$ cat config.mk
export PLATFORM = sky130hd
export DESIGN_NAME = cpu_bus_port
export DESIGN_NICKNAME = d
export VERILOG_FILES = /design/src/design/exerion_pkg.sv /design/src/design/cpu_bus_port.sv
export SDC_FILE = /design/constraint.sdc
export NUM_CORES = 1
export LEC_CHECK = 0
export BUFFER_PORTS_ARGS = -buffer_cell sky130_fd_sc_hd__buf_2
export CAP_MARGIN = 20
export CORE_ASPECT_RATIO = 0.6
export CORE_MARGIN = 2
export CORE_UTILIZATION = 40
export DETAILED_ROUTE_END_ITERATION = 6
export PLACE_DENSITY_LB_ADDON = 0.05
export SKIP_LAST_GASP = 1
export SYNTH_ARGS = -nofsm -noshare
export SYNTH_HDL_FRONTEND = slang
export SYNTH_SLANG_ARGS = --single-unit
$ cat constraint.sdc
create_clock -name clk2_6MHZ -period 3.2 [get_ports clk2_6MHZ]
set_clock_uncertainty 0.05 [all_clocks]
set_input_delay 0.64 -clock clk2_6MHZ [delete_from_list [all_inputs] [get_ports clk2_6MHZ]]
set_output_delay 0.64 -clock clk2_6MHZ [all_outputs]
set_load 0.01 [all_outputs]
$ cat src/design/exerion_pkg.sv
// exerion video core definitions
package exerion_pkg;

	// ==================================================
	// types
	// ==================================================
	typedef logic [8:0]  pix_h_t;      // horizontal count, 88..511
	typedef logic [7:0]  pix_v_t;      // vertical count, full 8 bit wrap
	typedef logic [15:0] cpu_addr_t;
	typedef logic [7:0]  byte_t;
	typedef logic [3:0]  color_idx_t;  // zero is transparent
	typedef logic [4:0]  pal_addr_t;   // 32 entry colour prom
	typedef logic [15:0] dn_addr_t;
	typedef logic [10:0] vram_addr_t;

	// colour prom byte as it leaves the board
	typedef struct packed {
		logic [1:0] blue;
		logic [2:0] green;
		logic [2:0] red;
	} rgb_t;

	// ==================================================
	// raster
	// ==================================================
	localparam pix_h_t H_FIRST   = 9'd88;
	localparam pix_h_t H_LAST    = 9'd511;
	localparam pix_h_t HBLANK_LO = 9'd107;   // first visible pixel
	localparam pix_h_t HBLANK_HI = 9'd428;   // last visible pixel
	localparam pix_v_t VBLANK_LO = 8'd16;
	localparam pix_v_t VBLANK_HI = 8'd239;
	localparam pix_h_t HSYNC_LO  = 9'd464;
	localparam pix_h_t HSYNC_HI  = 9'd479;
	localparam pix_v_t VSYNC_LO  = 8'd248;
	localparam pix_v_t VSYNC_HI  = 8'd251;
	localparam int     PIX_LAT   = 5;        // counters to rgb
	localparam int     FG_LAT    = 3;        // counters to fg index

	// ==================================================
	// cpu address map, 2k pages
	// ==================================================
	localparam int        PAGE_LSB  = 11;
	localparam cpu_addr_t VRAM_BASE = 16'h8000;
	localparam cpu_addr_t IN1_ADDR  = 16'hA000;  // controls
	localparam cpu_addr_t IN2_ADDR  = 16'hA800;  // dip 1
	localparam cpu_addr_t IN3_ADDR  = 16'hB000;  // status
	localparam cpu_addr_t CTRL_ADDR = 16'hC000;

	// download windows
	localparam dn_addr_t DN_CHAR_BASE    = 16'h0000;
	localparam int       DN_CHAR_SIZE    = 8192;
	localparam dn_addr_t DN_FGPROM_BASE  = 16'h2000;
	localparam int       DN_FGPROM_SIZE  = 256;   // low nibble used
	localparam dn_addr_t DN_COLPROM_BASE = 16'h2100;
	localparam int       DN_COLPROM_SIZE = 32;

	// c000 latch bits
	localparam int CTRL_FLIP      = 0;
	localparam int CTRL_PAL_A6    = 1;
	localparam int CTRL_PAL_A7    = 2;
	localparam int CTRL_CHAR_BANK = 3;
	localparam int CTRL_W         = 4;

endpackage

$ cat src/design/cpu_bus_port.sv
// cpu bus decode and control latch
`timescale 1ns/1ps

module cpu_bus_port (
	input  logic                    clk2_6MHZ,
	input  logic                    RAMB,
	input  exerion_pkg::cpu_addr_t  bus_addr_i,
	input  exerion_pkg::byte_t      bus_wdata_i,
	input  logic                    bus_wr_i,
	input  logic                    bus_rd_i,
	input  exerion_pkg::byte_t      controls_i,
	input  exerion_pkg::byte_t      dip1_i,
	input  exerion_pkg::byte_t      dip2_i,
	input  logic                    vblank_i,
	input  exerion_pkg::byte_t      vram_q_i,
	output exerion_pkg::byte_t      bus_rdata_o,
	output logic                    vram_cs_o,
	output logic                    vram_we_o,
	output exerion_pkg::vram_addr_t vram_addr_o,
	output exerion_pkg::byte_t      vram_wdata_o,
	output logic                    flip_o,
	output logic                    pal_a6_o,
	output logic                    pal_a7_o,
	output logic                    char_bank_o
);
	import exerion_pkg::*;

	logic [15:PAGE_LSB] page;
	logic               vram_hit;
	logic               ctrl_we;
	byte_t              port_data;
	logic [CTRL_W-1:0]  ctrl_q;
	logic               rd_q;        // read in flight
	logic               rd_vram_q;   // ... and it targets vram
	byte_t              port_q;

	assign page     = bus_addr_i[15:PAGE_LSB];
	assign vram_hit = (page == VRAM_BASE[15:PAGE_LSB]);
	assign ctrl_we  = bus_wr_i && (page == CTRL_ADDR[15:PAGE_LSB]);

	// vram steals the tile port for this cycle
	assign vram_cs_o    = vram_hit && (bus_wr_i || bus_rd_i);
	assign vram_we_o    = vram_hit && bus_wr_i;
	assign vram_addr_o  = bus_addr_i[PAGE_LSB-1:0];
	assign vram_wdata_o = bus_wdata_i;

	// input ports, unmapped pages read back 0
	always_comb begin
		port_data = '0;
		if (page == IN1_ADDR[15:PAGE_LSB])
			port_data = controls_i;
		else if (page == IN2_ADDR[15:PAGE_LSB])
			port_data = dip1_i;
		else if (page == IN3_ADDR[15:PAGE_LSB])
			port_data = {4'b0000, dip2_i[1], dip2_i[0], dip2_i[2], vblank_i};
	end

	// c000 latch
	always_ff @(posedge clk2_6MHZ or negedge RAMB) begin
		if (!RAMB)
			ctrl_q <= '0;
		else if (ctrl_we)
			ctrl_q <= bus_wdata_i[CTRL_W-1:0];
	end

	assign flip_o      = ctrl_q[CTRL_FLIP];
	assign pal_a6_o    = ctrl_q[CTRL_PAL_A6];
	assign pal_a7_o    = ctrl_q[CTRL_PAL_A7];
	assign char_bank_o = ctrl_q[CTRL_CHAR_BANK];

	// ==================================================
	// read path, step one samples, step two returns
	// ==================================================
	always_ff @(posedge clk2_6MHZ or negedge RAMB) begin
		if (!RAMB) begin
			rd_q        <= 1'b0;
			rd_vram_q   <= 1'b0;
			bus_rdata_o <= '0;
		end else begin
			rd_q      <= bus_rd_i;
			rd_vram_q <= vram_hit;
			if (rd_q)
				bus_rdata_o <= rd_vram_q ? vram_q_i : port_q;   // held until next read
		end
	end

	always_ff @(posedge clk2_6MHZ) begin
		if (bus_rd_i)
			port_q <= port_data;   // vblank captured at the strobe
	end

	rd_wr_excl: assert property (@(posedge clk2_6MHZ) disable iff (!RAMB)
		!(bus_rd_i && bus_wr_i))
		else $error("bus read and write strobes high together");

endmodule

==> impl_metrics.ini <==
[run_status]
status = finished, final reports clean

[setup_path]
worstPathArrival_ns = 1.50
worstPathMaxFanout = 11
cpMaxStageDelayCell = nor4_2
cpMostUsedCell = buf_2
path_class = input pin to output pin
required_ns = 2.51
cp_top_family = simple AND/OR/NAND/NOR gates
critPathMaxStageDelay_ns = 0.38
endpoint_kind = output pin
critPathBufInv = 2
startpoint_type = input pin
cp_cell_sequence = buf_2 > nor4_2 > and2_1 > buf_2

[route]
avgViaCountPerCell = 4.364
wl_um = 2262
dr.pass1.iters = 4
drc_errors = 0
post_drt_wl_per_cell_um = 12.10
vias = 816
drt_iter0_markers = 75
drtAntennaViolNets = 0

[synth]
netlist.area_leader.share_pct = 29.38
synth_top_flop_cell = dfrtp_1
netlist_instances = 106
synth-seq-cells = 22
yosysUniqueCellTypes = 19
async_flop_share_pct = 63.64
ys_seq_area_share_pct = 49.53
synth_area_leaders = dfrtp_1, edfxtp_1, mux2i_1, buf_4, a21oi_1
synth_nets = 167
synth_top_area_cell = dfrtp_1
syn_area_per_cell_um2 = 11.25
syn_area_um2 = 1192
yosys_warnings = 0
synth-edff-count = 8

[clock_tree]
clk_pin_slew_worst_paths_ns = 0.07
numCtsBuffers = 3
post_cts_resized = 0
clock_path_buffers = 2
clock-sinks = 22
cts-root-buf = clkbuf_8
cts_tree = built
insertion_delay_ns = 0.25
holdBufCountCts = 0
htreeDepth = 1
cts_setup_buffers = 0

[global_route]
grt_max_degree = 17
grt-ovfl-total = 0
first_global_vias = 692
grt_pass1_wl_um = 3208
grtUsageTotal_pct = 12.85
grt_antenna_before_repair = 0

[floorplanning]
die-area_um2 = 3448
core_area_um2 = 2853
start_util_pct = 41.80
fp.dieW_um = 74.49
ioPinCount = 94
row_count = 15
die_h_um = 46.29

[pwr]
switchingPower_uw = 144.1
pwr-share-seq_pct = 54.9
max-vdd-ir-drop_mv = 0.1434
switching_share_pct = 23.69
power_frac_comb_pct = 17.9
clockPowerShare_pct = 27.2
p_int_uw = 464.3
p_leak_uw = 0.0006484
powerDensity_nw_per_um2 = 429.6

[sta]
fmax_ghz = 0.4560
fin_crit_ns = 2.193
worst_pin_slew_ns = 0.4673
setup_slack_ns = 1.007
maxSlewHeadroom_pct = 68.85
finalSetupTns_ns = 0
hold_viol_final = 0
finalSetupViolations = 0
rsz0062_at_grt = false
finalCritPeriodShare_pct = 68.53
slew_viol_final = 0

[cells_and_area]
multiInputGateArea_um2 = 437.9
area_growth_pct = 18.78
stdcell_area_um2 = 1416
nFillCells = 283
mostFrequentLayoutCells = buf_2, mux2i_1, dfrtp_1
regArea_um2 = 590.6
finalNetCount = 207
drive_gt1_share_pct = 46.90
final_common_cell = buf_2
n_antenna_cell = 0

[min_path]
hold_class = input pin to asynchronous set/reset pin

[place]
port-buffer-count = 58
gp_congestion = 0.7550
postPlaceCellArea_um2 = 1371
place_ws_ns = 0.9787

[flow_run]
maxCapViolations = 0
==> routing by layer <==
metal  wire, um  track usage [%]  share of wire [%]
met2        954            17.35                 42
met3        256            6.346                 11
met5          0                0                  0
met4         33            4.643                1.5
met1       1018            17.66                 45
==> final timing paths <==
| check | startpoint | to | slack (ns) | depth (start not counted) |
|---|---|---|---|---|
| setup / recovery | bus_addr_i[11] | vram_we_o | 1.01 | 4 |
| hold / removal | RAMB | ctrl_q[2] | 0.21 | 1 |
| setup reg to reg | rd_vram_q | bus_rdata_o[2] | 2.05 | 2 |
| hold reg to reg | ctrl_q[1] | ctrl_q[1] | 0.45 | 1 |
| max in group asynchronous | RAMB | bus_rdata_o[7] | 2.66 | 1 |
| min in group clk2_6MHZ | ctrl_q[1] | ctrl_q[1] | 0.45 | 1 |
==> flip-flops by register name, indices dropped and copies added (netlist names) <==
name / cells
bus_rdata_o: 8
port_q: 8
ctrl_q: 4
rd_q: 1
rd_vram_q: 1
==> logic make-up after synthesis <==
| group | synth area share (%) |
|---|---|
| multiplexers | 17.21 |
| flip-flops | 49.53 |
| AO/OA/AOI/OAI | 5.667 |
| buffers and inverters | 13.75 |
| AND/OR/NAND/NOR | 13.85 |
==> power by group through the flow <==
stage	logic [uW]	clock network [uW]	registers, uW
2_1_floorplan	66.6	0	346
3_3_place_gp	109	0	339
3_5_place_dp	111	0	340
4_1_cts	111	173	335
5_1_grt	121	192	338
6_report	109	165	334
==> cells in the mapped netlist, drive strengths merged, types with 2 or more instances <==
master	number
a21oi	12
buf	22
dfrtp	14
edfxtp	8
mux2	4
mux2i	16
nand2	5
nor2	12
nor4	2
or2	4
==> cell type report <==
| type | count | share of cell area, % |
|---|---|---|
| tap | 42 | 3.710 |
| sequential | 22 | 41.70 |
| multi-input combinational | 61 | 30.92 |
| clock buffer | 4 | 3.180 |
| timing repair buffer | 58 | 20.49 |
==> stage by stage <==
step	util, %	std cells	power (uW)	hold WS (ns)
6_report	49.65	187	608.4	0.2124
5_1_grt	49.65	187	649.7	0.2268
4_1_cts	49.65	187	619.0	0.2197
3_5_place_dp	48.07	183	451.2	0.4406
3_3_place_gp	48.07	183	447.8	0.4353
2_1_floorplan	-	106	412.7	0.2944
Note: power is estimated with default switching activity, not from simulation.
