==> src/design/exerion_pkg.sv <==
// exerion video core definitions
package exerion_pkg;

	// ==================================================
	// types
	// ==================================================
	typedef logic [8:0]  pix_h_t;      // horizontal count, 88..511
	typedef logic [7:0]  pix_v_t;      // vertical count, full 8 bit wrap
	typedef logic [15:0] cpu_addr_t;
	typedef logic [7:0]  byte_t;
	typedef logic [3:0]  color_idx_t;  // zero is transparent
	typedef logic [4:0]  pal_addr_t;   // 32 entry colour prom
	typedef logic [15:0] dn_addr_t;
	typedef logic [10:0] vram_addr_t;

	// colour prom byte as it leaves the board
	typedef struct packed {
		logic [1:0] blue;
		logic [2:0] green;
		logic [2:0] red;
	} rgb_t;

	// ==================================================
	// raster
	// ==================================================
	localparam pix_h_t H_FIRST   = 9'd88;
	localparam pix_h_t H_LAST    = 9'd511;
	localparam pix_h_t HBLANK_LO = 9'd107;   // first visible pixel
	localparam pix_h_t HBLANK_HI = 9'd428;   // last visible pixel
	localparam pix_v_t VBLANK_LO = 8'd16;
	localparam pix_v_t VBLANK_HI = 8'd239;
	localparam pix_h_t HSYNC_LO  = 9'd464;
	localparam pix_h_t HSYNC_HI  = 9'd479;
	localparam pix_v_t VSYNC_LO  = 8'd248;
	localparam pix_v_t VSYNC_HI  = 8'd251;
	localparam int     PIX_LAT   = 5;        // counters to rgb
	localparam int     FG_LAT    = 3;        // counters to fg index

	// ==================================================
	// cpu address map, 2k pages
	// ==================================================
	localparam int        PAGE_LSB  = 11;
	localparam cpu_addr_t VRAM_BASE = 16'h8000;
	localparam cpu_addr_t IN1_ADDR  = 16'hA000;  // controls
	localparam cpu_addr_t IN2_ADDR  = 16'hA800;  // dip 1
	localparam cpu_addr_t IN3_ADDR  = 16'hB000;  // status
	localparam cpu_addr_t CTRL_ADDR = 16'hC000;

	// download windows
	localparam dn_addr_t DN_CHAR_BASE    = 16'h0000;
	localparam int       DN_CHAR_SIZE    = 8192;
	localparam dn_addr_t DN_FGPROM_BASE  = 16'h2000;
	localparam int       DN_FGPROM_SIZE  = 256;   // low nibble used
	localparam dn_addr_t DN_COLPROM_BASE = 16'h2100;
	localparam int       DN_COLPROM_SIZE = 32;

	// c000 latch bits
	localparam int CTRL_FLIP      = 0;
	localparam int CTRL_PAL_A6    = 1;
	localparam int CTRL_PAL_A7    = 2;
	localparam int CTRL_CHAR_BANK = 3;
	localparam int CTRL_W         = 4;

endpackage

==> src/design/video_timing.sv <==
// raster timing generator
`timescale 1ns/1ps

module video_timing (
	input  logic                clk2_6MHZ,
	input  logic                RAMB,
	input  logic                flip_i,
	output exerion_pkg::pix_h_t flip_h_o,
	output exerion_pkg::pix_v_t flip_v_o,
	output logic                vblank_raw_o,
	output logic                hblank_s3_o,
	output logic                vblank_s3_o,
	output logic                hsync_o,
	output logic                vsync_o,
	output logic                hblank_o,
	output logic                vblank_o
);
	import exerion_pkg::*;

	pix_h_t             h_cnt;
	pix_v_t             v_cnt;
	logic               hsync_raw;
	logic               vsync_raw;
	logic               hblank_raw;
	logic [PIX_LAT-1:0] hs_dly;
	logic [PIX_LAT-1:0] vs_dly;
	logic [PIX_LAT-1:0] hb_dly;
	logic [PIX_LAT-1:0] vb_dly;

	// 424 clocks per line, 256 lines
	always_ff @(posedge clk2_6MHZ or negedge RAMB) begin
		if (!RAMB) begin
			h_cnt <= H_FIRST;
			v_cnt <= '0;
		end else if (h_cnt == H_LAST) begin
			h_cnt <= H_FIRST;
			v_cnt <= v_cnt + 8'd1;   // wraps on its own
		end else begin
			h_cnt <= h_cnt + 9'd1;
		end
	end

	assign hblank_raw   = (h_cnt < HBLANK_LO) || (h_cnt > HBLANK_HI);
	assign vblank_raw_o = (v_cnt < VBLANK_LO) || (v_cnt > VBLANK_HI);
	assign hsync_raw    = (h_cnt >= HSYNC_LO) && (h_cnt <= HSYNC_HI);
	assign vsync_raw    = !((v_cnt >= VSYNC_LO) && (v_cnt <= VSYNC_HI));  // active low

	// cocktail flip inverts both counts
	assign flip_h_o = flip_i ? ~h_cnt : h_cnt;
	assign flip_v_o = flip_i ? ~v_cnt : v_cnt;

	// ==================================================
	// align raster outputs with the pixel pipe
	// ==================================================
	always_ff @(posedge clk2_6MHZ or negedge RAMB) begin
		if (!RAMB) begin
			hs_dly <= '0;
			vs_dly <= '1;
			hb_dly <= '1;
			vb_dly <= '1;
		end else begin
			hs_dly <= {hs_dly[PIX_LAT-2:0], hsync_raw};
			vs_dly <= {vs_dly[PIX_LAT-2:0], vsync_raw};
			hb_dly <= {hb_dly[PIX_LAT-2:0], hblank_raw};
			vb_dly <= {vb_dly[PIX_LAT-2:0], vblank_raw_o};
		end
	end

	assign hsync_o     = hs_dly[PIX_LAT-1];
	assign vsync_o     = vs_dly[PIX_LAT-1];
	assign hblank_o    = hb_dly[PIX_LAT-1];
	assign vblank_o    = vb_dly[PIX_LAT-1];
	assign hblank_s3_o = hb_dly[FG_LAT-1];   // tap seen by the mixer
	assign vblank_s3_o = vb_dly[FG_LAT-1];

	h_floor: assert property (@(posedge clk2_6MHZ) disable iff (!RAMB) h_cnt >= H_FIRST)
		else $error("horizontal count left the 88..511 range");

endmodule

==> config.mk <==
export PLATFORM = sky130hd
export DESIGN_NAME = video_timing
export DESIGN_NICKNAME = d
export VERILOG_FILES = /design/src/design/exerion_pkg.sv /design/src/design/video_timing.sv
export SDC_FILE = /design/constraint.sdc
export NUM_CORES = 1
export LEC_CHECK = 0
export BUFFER_PORTS_ARGS = -buffer_cell sky130_fd_sc_hd__buf_2
export CAP_MARGIN = 40
export CORE_UTILIZATION = 58
export CTS_BUF_LIST = sky130_fd_sc_hd__clkbuf_16
export DETAILED_ROUTE_END_ITERATION = 6
export PLACE_DENSITY = 0.84
export REMOVE_ABC_BUFFERS = 1
export SKIP_LAST_GASP = 1
export SLEW_MARGIN = 5
export SYNTH_ARGS = -nofsm -noshare
export SYNTH_HDL_FRONTEND = slang
export SYNTH_SLANG_ARGS = --single-unit
export TNS_END_PERCENT = 20
==> constraint.sdc <==
create_clock -name clk2_6MHZ -period 2.7 [get_ports clk2_6MHZ]
set_input_delay 0.81 -clock clk2_6MHZ [delete_from_list [all_inputs] [get_ports clk2_6MHZ]]
set_output_delay 0.81 -clock clk2_6MHZ [all_outputs]
set_load 0.05 [all_outputs]
==> run summary, run 1 <==
Yosys
• **area share of and/or/nand/nor cells after synthesis** 13.0%
• **fraction of synthesized cell area taken by the top area cell type** 30.4%
• **Adder-Cell Fraction of Synth Area** 3.19%
• **Seq/Total Area, Yosys** 60.5%
• **number of synthesis warnings** 0
• **number of distinct library cells after synthesis** 31
• **post-synthesis average cell area** 12.7 sq um
• **largest family of logic cells by synthesized area** XOR/XNOR gates
• **Yosys top cell by area** dfrtp_1
• **cell types with the largest area share after synthesis** dfrtp_1 (30%), dfstp_2 (30%), xor2_1 (12%), ha_1 (3.2%), xnor2_1 (2.8%)
• **FF+latch count, synth** 37
• **Cell Area, Synth** 1570 sq um
• **mux share of post-synthesis cell area** 0.719%
• **synthesized-area fraction occupied by xor and xnor cells** 15.1%
• **share of the synthesized area in compound gates (AO/OA/AOI/OAI)** 3.51%
• **cell count after synthesis** 123

Floorplanning
• **Die Footprint** 2910 sq um
• **die height** 54.0 um
• **cell row count** 18
• **Die Wd** 54.0 um
• **placeable core area** 2520 sq um
• **effective utilization at floorplan** 62.1%
• **number of placed I/O pins** 27

Clocking
• **source-to-sink clock delay at the later pin of the worst-skew pair** 280 ps
• **PostCTS Resize Cnt** 0
• **number of clock sinks** 37
• **buffers inserted by post-CTS timing repair** 0
• **Max Buffers Root-to-Sink** 2
• **TritonCTS clock tree** yes
• **CTS root buf** clkbuf_16
• **CTS buffer count** 5
• **clock slew seen by the registers of the worst setup and hold paths** 60 ps
• **level count of the clock H-tree** 2
• **cts-stage hold buffer count** 0

Power and ir drop
• **static leakage power** 0.877 nW
• **peak supply drop** 0.607 mV
• **PD cells** 646 nW/um^2
• **power share of the clock group** 45.8%
• **portion of total power attributed to sequential cells** 46.8%
• **post-route total power** 1.19 mW
• **internal power summed over all cells** 0.912 mW
• **combinational power share** 7.5%
• **Sw Share** 23.4%
• **sw power** 0.278 mW

Critical path
• **worst path required time** 1890 ps
• **combined buffer and inverter count along the critical path** 1
• **depth of the most critical reg-to-reg path** 7
• **setup slack on the worst flop-to-flop path** 320 ps
• **Max stage delay cell, worst path** or4_1
• **critical path data arrival time** 1630 ps
• **Critical Path Fanout Max** 6
• **terminus of the critical flop-to-flop path** v_cnt[7]
• **Worst setup SP type** register
• **delay of the slowest critical-path stage** 540 ps
• **Setup CP Type** reg -> out
• **worst reg2reg startpoint** h_cnt[0]
• **worst-path cell chain** or4_1, nand2_1, buf_2
• **kind of end point of the critical path** primary output
• **cell family with the largest share of critical-path delay** simple AND/OR/NAND/NOR gates

Global route
• **number of antenna violations at the first check in global routing** 0
• **vias in the first global route** 964
• **largest net degree at the start of global routing** 38
• **global-route wire length before repair** 4220 um
• **total gr overflow** 0
• **global-route usage over all layers** 21.6%

Worst hold path
• **worst min-delay path category** reg -> reg
• **worst hold path depth** 0
• **startpoint of the lowest-slack hold path** hs_dly[1]
• **destination of the worst hold path** hs_dly[2]

Finish
• **Synth-to-Final Area Change** 17.7%
• **top library cells by usage in the layout, fill and taps aside** buf_2 (26), xor2_1 (22), dfrtp_1 (19)
• **post-route design area** 1840 sq um
• **# diodes** 0
• **layout cells sized above 1** 37.5%
• **final cell count without fillers** 182
• **nets@finish** 158
• **utilization after layout** 73.1%
• **leading cell type in the layout, fill and taps excluded** buf_2

Route
• **Starting DRT DRC Count** 14
• **post-route DRC violation count** 0
• **length of routed met2 wiring** 1230 um
• **number of iterations in the first detailed-routing pass** 4
• **total met3 wirelength after detailed routing** 124 um
• **Max Used Layer** met4
• **residual antenna-violating net count after detailed routing** 0
• **vias post-DR** 978
• **drt wl/cell** 13.8 um
• **routed vias/inst** 5.37
• **sum of routed wire segments on met1** 1090 um
• **final wirelength** 2510 um

Timing
• **final-layout worst hold slack** 346 ps
• **final slew viol count** 0
• **worst slew pin tran** 753 ps
• **total setup violations reported at the end of the flow** 0
• **final worst path period need** 2440 ps
• **fraction of the cycle the final worst path needs** 90.3%
• **unrepaired setup endpoints after global routing** no
• **Clock Skew** 3.67 ps
• **worst max-slew margin expressed relative to the limit** 49.8%
• **final-layout setup total negative slack** 0 ps
• **final setup slack of the worst path** 262 ps
• **highest clock frequency the design can meet** 410 MHz
• **number of failing hold endpoints at the final stage** 0

Placement
• **pre-CTS worst setup slack** 296 ps
• **area after detailed placement** 1700 sq um
• **# placed instances** 174
• **dpl hpwl** 1600 um
• **Port Buf Inserts** 26
• **routability cong.** 0.746

Run status
• **status** finished clean

Job
• **max_cap viols** 0

power by group through the flow:
stage | logic (mW) | clock network [mW] | registers (mW)
global placement | 0.0891 | 0 | 0.565
global route | 0.0949 | 0.578 | 0.556
detailed placement | 0.0901 | 0 | 0.565
CTS | 0.0904 | 0.558 | 0.556
floorplan | 0.0564 | 0 | 0.565
finish | 0.0887 | 0.545 | 0.556
sequential cells by signal, indices dropped and copies added, names as in the netlist:
name    count
hs_dly      5
hb_dly      5
h_cnt       9
vs_dly      5
v_cnt       8
vb_dly      5
worst register-to-register path, delay by kind of cell, from the launching register on:
kind / cells / cell delay, ps
XOR/XNOR: 1 / 170
flip-flops: 1 / 460
AND/OR/NAND/NOR: 4 / 940
adder cells (fa/ha/maj): 2 / 730
cell usage after synthesis:
cell type  number
xor2_1         22
dfrtp_1        19
dfstp_2        18
nand2_1         8
nor2_1          6
xnor2_1         5
ha_1            4
nand4_1         4
nand3_1         3
nor3_1          3
o21ai_0         3
a211oi_1        2
a21oi_1         2
buf_2           2
clkbuf_8        2
inv_1           2
nand2b_1        2
o31ai_1         2
or4_1           2
and3_1          1
and3b_1         1
buf_6           1
clkbuf_2        1
mux2_2          1
nand2_2         1
nand3b_1        1
nand4b_1        1
nor2b_1         1
or3_2           1
or3b_1          1
or3b_2          1
cell families after synthesis:
group,Yosys count
simple gates,37
flops,37
xor+xnor,27
compound gates,9
buf+inv,8
fa+ha+maj,4
mux,1
cell type report:
| cell class | count | area, sq um |
|---|---|---|
| inverters | 2 | 7.51 |
| clock inverters | 3 | 17.5 |
| clock buffers | 5 | 125 |
| fillers | 169 | 679 |
| repair buffers | 27 | 150 |
| flip-flops and latches | 37 | 948 |
| multi-input cells | 78 | 557 |
| well taps | 30 | 37.5 |
metal layers:
metal / vias to the layer above / track usage [%]
met1: 476 / 23.7
met5: - / 0
met3: 6 / 7.06
met4: 0 / 13.2
met2: 27 / 35.8
li1: 469 / -
worst max path at each step:
stage	start	slack, ps	cells after the start	endpoint
3_3_place_gp	flip_i	360	4	flip_h_o[6]
2_1_floorplan	flip_i	320	1	flip_h_o[0]
3_5_place_dp	h_cnt[0]	300	7	v_cnt[7]
4_1_cts	v_cnt[4]	260	3	vblank_raw_o
6_report	v_cnt[4]	260	3	vblank_raw_o
5_1_grt	h_cnt[0]	90	7	v_cnt[7]
Note: power is estimated with default switching activity, not from simulation.
==> run 2, diff against run 1 <==
--- a/config.mk
+++ b/config.mk
@@ -7,10 +7,10 @@
 export LEC_CHECK = 0
 export BUFFER_PORTS_ARGS = -buffer_cell sky130_fd_sc_hd__buf_2
 export CAP_MARGIN = 40
-export CORE_UTILIZATION = 58
-export CTS_BUF_LIST = sky130_fd_sc_hd__clkbuf_16
+export CORE_UTILIZATION = 57
+export CTS_BUF_LIST = sky130_fd_sc_hd__clkbuf_2 sky130_fd_sc_hd__clkbuf_4 sky130_fd_sc_hd__clkbuf_8
 export DETAILED_ROUTE_END_ITERATION = 6
-export PLACE_DENSITY = 0.84
+export PLACE_DENSITY = 0.83
 export REMOVE_ABC_BUFFERS = 1
 export SKIP_LAST_GASP = 1
 export SLEW_MARGIN = 5
==> constraint.sdc (replaced) <==
create_clock -name clk2_6MHZ -period 2.5 [get_ports clk2_6MHZ]
set_input_delay 0.75 -clock clk2_6MHZ [delete_from_list [all_inputs] [get_ports clk2_6MHZ]]
set_output_delay 0.75 -clock clk2_6MHZ [all_outputs]
set_load 0.05 [all_outputs]
==> run summary, run 2 (synthesized netlist as in run 1, its figures left out) <==
Critical path
• **worst path required time** 1750 ps
• **Worst setup SP type** register
• **cell family with the largest share of critical-path delay** simple AND/OR/NAND/NOR gates
• **worst reg2reg startpoint** h_cnt[0]
• **kind of end point of the critical path** primary output
• **combined buffer and inverter count along the critical path** 1
• **setup slack on the worst flop-to-flop path** 370 ps
• **terminus of the critical flop-to-flop path** v_cnt[7]
• **Critical Path Fanout Max** 6
• **critical path data arrival time** 1670 ps
• **Setup CP Type** reg -> out
• **depth of the most critical reg-to-reg path** 7
• **delay of the slowest critical-path stage** 540 ps
• **worst-path cell chain** or4_1, nand2_1, clkbuf_4
• **Max stage delay cell, worst path** or4_1

Timing
• **worst slew pin tran** 766 ps
• **unrepaired setup endpoints after global routing** no
• **number of failing hold endpoints at the final stage** 0
• **final worst path period need** 2420 ps
• **fraction of the cycle the final worst path needs** 97.0%
• **highest clock frequency the design can meet** 412 MHz
• **worst max-slew margin expressed relative to the limit** 49.0%
• **final slew viol count** 0
• **Clock Skew** 12.4 ps
• **total setup violations reported at the end of the flow** 0
• **final-layout setup total negative slack** 0 ps
• **final setup slack of the worst path** 75.4 ps

Power and ir drop
• **post-route total power** 1.03 mW
• **sw power** 0.272 mW
• **PD cells** 579 nW/um^2
• **portion of total power attributed to sequential cells** 58.3%
• **static leakage power** 0.853 nW
• **combinational power share** 9.4%
• **Sw Share** 26.5%
• **internal power summed over all cells** 0.756 mW
• **peak supply drop** 0.539 mV
• **power share of the clock group** 32.3%

Floorplanning
• **die height** 54.4 um
• **Die Footprint** 2960 sq um
• **placeable core area** 2540 sq um
• **number of placed I/O pins** 27
• **Die Wd** 54.4 um
• **effective utilization at floorplan** 61.6%
• **cell row count** 18

Clocking
• **level count of the clock H-tree** 2
• **source-to-sink clock delay at the later pin of the worst-skew pair** 350 ps
• **buffers inserted by post-CTS timing repair** 0
• **CTS buffer count** 5
• **number of clock sinks** 37
• **clock slew seen by the registers of the worst setup and hold paths** 100 ps
• **TritonCTS clock tree** yes
• **CTS root buf** clkbuf_4
• **Max Buffers Root-to-Sink** 2

Route
• **vias post-DR** 979
• **Starting DRT DRC Count** 14
• **drt wl/cell** 14.2 um
• **routed vias/inst** 5.35
• **number of iterations in the first detailed-routing pass** 5
• **final wirelength** 2600 um
• **residual antenna-violating net count after detailed routing** 0
• **post-route DRC violation count** 0

Finish
• **final cell count without fillers** 183
• **Synth-to-Final Area Change** 13.3%
• **nets@finish** 159
• **largest reg by FF count** h_cnt
• **largest registers** h_cnt (9), v_cnt (8)
• **layout cells sized above 1** 37.9%
• **# diodes** 0
• **leading cell type in the layout, fill and taps excluded** buf_2
• **number of flip-flops in the largest register** 9
• **top library cells by usage in the layout, fill and taps aside** buf_2 (25), xor2_1 (22), dfrtp_1 (19)

Placement
• **pre-CTS worst setup slack** 259 ps
• **# placed instances** 175
• **Port Buf Inserts** 26
• **routability cong.** 0.723
• **dpl hpwl** 1750 um

Worst hold path
• **destination of the worst hold path** vb_dly[2]
• **worst min-delay path category** reg -> reg
• **worst hold path depth** 0
• **startpoint of the lowest-slack hold path** vb_dly[1]

Global route
• **global-route usage over all layers** 21.4%
• **largest net degree at the start of global routing** 38
• **global-route wire length before repair** 4220 um
• **total gr overflow** 0
• **number of antenna violations at the first check in global routing** 0
• **vias in the first global route** 958

Run status
• **status** finished clean

Job
• **max_cap viols** 0

## run 2: changes by cell type in the layout (fill, tap and decap cells not counted), sizes merged
| cell | delta |
|---|---|
| clkbuf | +2 |
| clkinvlp | -1 |
## run 2: worst max path at each step
stage	from	to	slack (ps)	depth (start not counted)
2_1_floorplan	flip_i	flip_h_o[0]	240	1
3_3_place_gp	flip_i	flip_h_o[6]	280	4
6_report	v_cnt[4]	vblank_raw_o	80	3
4_1_cts	v_cnt[4]	vblank_raw_o	40	3
5_1_grt	v_cnt[4]	vblank_raw_o	20	3
3_5_place_dp	flip_i	flip_h_o[5]	260	4
## run 2: per-stage QoR
step / utilization, % / instance area [sq um] / hold slack, ps
floorplan: - / 1510 / 331
CTS: 69.7 / 1770 / 363
global placement: 67.1 / 1710 / 337
global route: 69.8 / 1780 / 367
detailed placement: 67.1 / 1710 / 337
finish: 69.8 / 1780 / 362
## run 2: power groups by stage
stage | Sequential [mW] | Clock [mW] | Combinational [mW]
floorplan | 0.610 | 0 | 0.0609
global placement | 0.610 | 0 | 0.0963
detailed placement | 0.610 | 0 | 0.0974
CTS | 0.600 | 0.339 | 0.0978
global route | 0.600 | 0.374 | 0.102
finish | 0.600 | 0.332 | 0.0967
## run 2: timing repair
action                                  in CTS  in global routing
resized for setup                            0                  1
endpoints found under the setup margin       0                  1
hold buffers                                 0                  0
## run 2: area by class of cell
cell class | count | area [sq um]
sequential | 37 | 948
fill | 186 | 769
multi-input combinational | 78 | 557
timing repair buffer | 28 | 160
clock buffer | 6 | 51.3
tap | 30 | 37.5
clock inverter | 2 | 13.8
inverter | 2 | 7.51
## run 2: worst register-to-register path: cells and delay by family (launching register included)
kind | cells | cell delay (ps)
XOR/XNOR | 1 | 200
AND/OR/NAND/NOR | 4 | 880
adder cells (fa/ha/maj) | 2 | 490
flip-flops | 1 | 480
## run 2: routing by layer
metal | GRT usage [%] | share of wire (%)
met1 | 25.3 | 44
met3 | 10.6 | 6.8
met2 | 32.7 | 48
met4 | 9.40 | 0.54
met5 | 0 | 0
==> run 3, diff against run 2 <==
--- a/config.mk
+++ b/config.mk
@@ -10,6 +10,7 @@
 export CORE_UTILIZATION = 57
 export CTS_BUF_LIST = sky130_fd_sc_hd__clkbuf_2 sky130_fd_sc_hd__clkbuf_4 sky130_fd_sc_hd__clkbuf_8
 export DETAILED_ROUTE_END_ITERATION = 6
+export MAX_ROUTING_LAYER = met4
 export PLACE_DENSITY = 0.83
 export REMOVE_ABC_BUFFERS = 1
 export SKIP_LAST_GASP = 1
==> run summary, run 3 (synthesized netlist as in run 1, its figures left out) <==
Run status
• **status** finished clean

Clocking
• **level count of the clock H-tree** 2
• **CTS buffer count** 5
• **Max Buffers Root-to-Sink** 2
• **source-to-sink clock delay at the later pin of the worst-skew pair** 350 ps
• **buffers inserted by post-CTS timing repair** 0
• **TritonCTS clock tree** yes
• **clock slew seen by the registers of the worst setup and hold paths** 100 ps
• **number of clock sinks** 37
• **CTS root buf** clkbuf_4

Finish
• **# diodes** 0
• **layout cells sized above 1** 37.9%
• **Synth-to-Final Area Change** 13.3%
• **Filler Cell Count** 186
• **top library cells by usage in the layout, fill and taps aside** buf_2 (25), xor2_1 (22), dfrtp_1 (19)
• **largest reg by FF count** h_cnt
• **leading cell type in the layout, fill and taps excluded** buf_2
• **largest registers** h_cnt (9), v_cnt (8)
• **number of flip-flops in the largest register** 9
• **nets@finish** 159

Timing
• **fraction of the cycle the final worst path needs** 96.9%
• **final-layout setup total negative slack** 0 ps
• **worst max-slew margin expressed relative to the limit** 48.9%
• **final slew viol count** 0
• **final setup slack of the worst path** 78.5 ps
• **number of failing hold endpoints at the final stage** 0
• **Clock Skew** 12.9 ps
• **highest clock frequency the design can meet** 413 MHz
• **total setup violations reported at the end of the flow** 0
• **worst slew pin tran** 766 ps
• **final worst path period need** 2420 ps
• **unrepaired setup endpoints after global routing** no

Global route
• **number of antenna violations at the first check in global routing** 0
• **global-route wire length before repair** 4220 um
• **largest net degree at the start of global routing** 38
• **vias in the first global route** 958
• **global-route usage over all layers** 22.0%
• **total gr overflow** 0

Critical path
• **Setup crit end** vblank_raw_o
• **setup slack on the worst flop-to-flop path** 370 ps
• **terminus of the critical flop-to-flop path** v_cnt[7]
• **critical path data arrival time** 1670 ps
• **worst reg2reg startpoint** h_cnt[0]
• **Worst setup SP type** register
• **Critical Path Source** v_cnt[4]
• **Critical Path Fanout Max** 6
• **worst path required time** 1750 ps
• **Setup CP Type** reg -> out
• **depth of the most critical reg-to-reg path** 7
• **kind of end point of the critical path** primary output

Power and ir drop
• **PD cells** 578 nW/um^2
• **peak supply drop** 0.539 mV
• **static leakage power** 0.853 nW

Route
• **Starting DRT DRC Count** 15
• **vias post-DR** 985
• **drt wl/cell** 14.1 um
• **number of iterations in the first detailed-routing pass** 4
• **post-route DRC violation count** 0
• **final wirelength** 2590 um
• **routed vias/inst** 5.38
• **residual antenna-violating net count after detailed routing** 0

Job
• **max_cap viols** 0

Floorplanning
• **Die Footprint** 2960 sq um
• **Die Wd** 54.4 um
• **effective utilization at floorplan** 61.6%
• **number of placed I/O pins** 27
• **cell row count** 18
• **die height** 54.4 um
• **placeable core area** 2540 sq um

Placement
• **dpl hpwl** 1750 um
• **Port Buf Inserts** 26
• **pre-CTS worst setup slack** 259 ps
• **routability cong.** 0.731

Worst hold path
• **worst min-delay path category** reg -> reg

[run 3: cell counts in the layout (fill, tap and decap cells not counted)]
Identical to the previous run, type by type.
[run 3: repair_timing]
action | 4_1_cts | 5_1_grt
hold buffers | 0 | 0
resized for setup | 0 | 1
endpoints found under the setup margin | 0 | 1
[run 3: per-stage QoR]
stage	std cells	hold slack (ps)	util, %	total power, mW	cell area, sq um
5_1_grt	183	367	69.8	1.08	1780
2_1_floorplan	117	331	-	0.671	1510
4_1_cts	183	363	69.7	1.04	1770
3_3_place_gp	175	337	67.1	0.706	1710
3_5_place_dp	175	337	67.1	0.708	1710
6_report	183	362	69.8	1.03	1780
[run 3: worst min-delay path by stage]
stage | start | end | cells after the start
global placement | hs_dly[1] | hs_dly[2] | 0
detailed placement | hs_dly[3] | hs_dly[4] | 0
floorplan | hs_dly[0] | hs_dly[1] | 0
CTS | vb_dly[1] | vb_dly[2] | 0
finish | vb_dly[1] | vb_dly[2] | 0
global route | vs_dly[2] | vs_dly[3] | 0
[run 3: per-layer routing]
metal,GRT usage (%),vias to the layer above,part of all wire (%),routed length [um]
met5,-,-,0,0
met4,9.40,0,0.54,14
met3,10.6,2,6.9,178
met2,32.7,37,49,1270
met1,25.3,477,43,1120
li1,-,469,-,-
[run 3: critical path: stages, from the launching register on]
cell and delay (ps):
dfrtp_1 470, or4_1 540, nand2_1 90, clkbuf_4 230
[run 3: final cells by class]
class / count / area, sq um / area share (%)
Tap cell: 30 / 37.5 / 2.11
Clock buffer: 6 / 51.3 / 2.89
Inverter: 2 / 7.51 / 0.423
Sequential cell: 37 / 948 / 53.4
Timing Repair Buffer: 28 / 160 / 9.02
Multi-Input combinational cell: 78 / 557 / 31.4
Clock inverter: 2 / 13.8 / 0.775
[run 3: report_power, final]
group          internal (mW)  switching, mW  leakage (nW)
clock                  0.137          0.193        0.0382
combinational         0.0194         0.0773         0.369
sequential             0.600              0         0.445
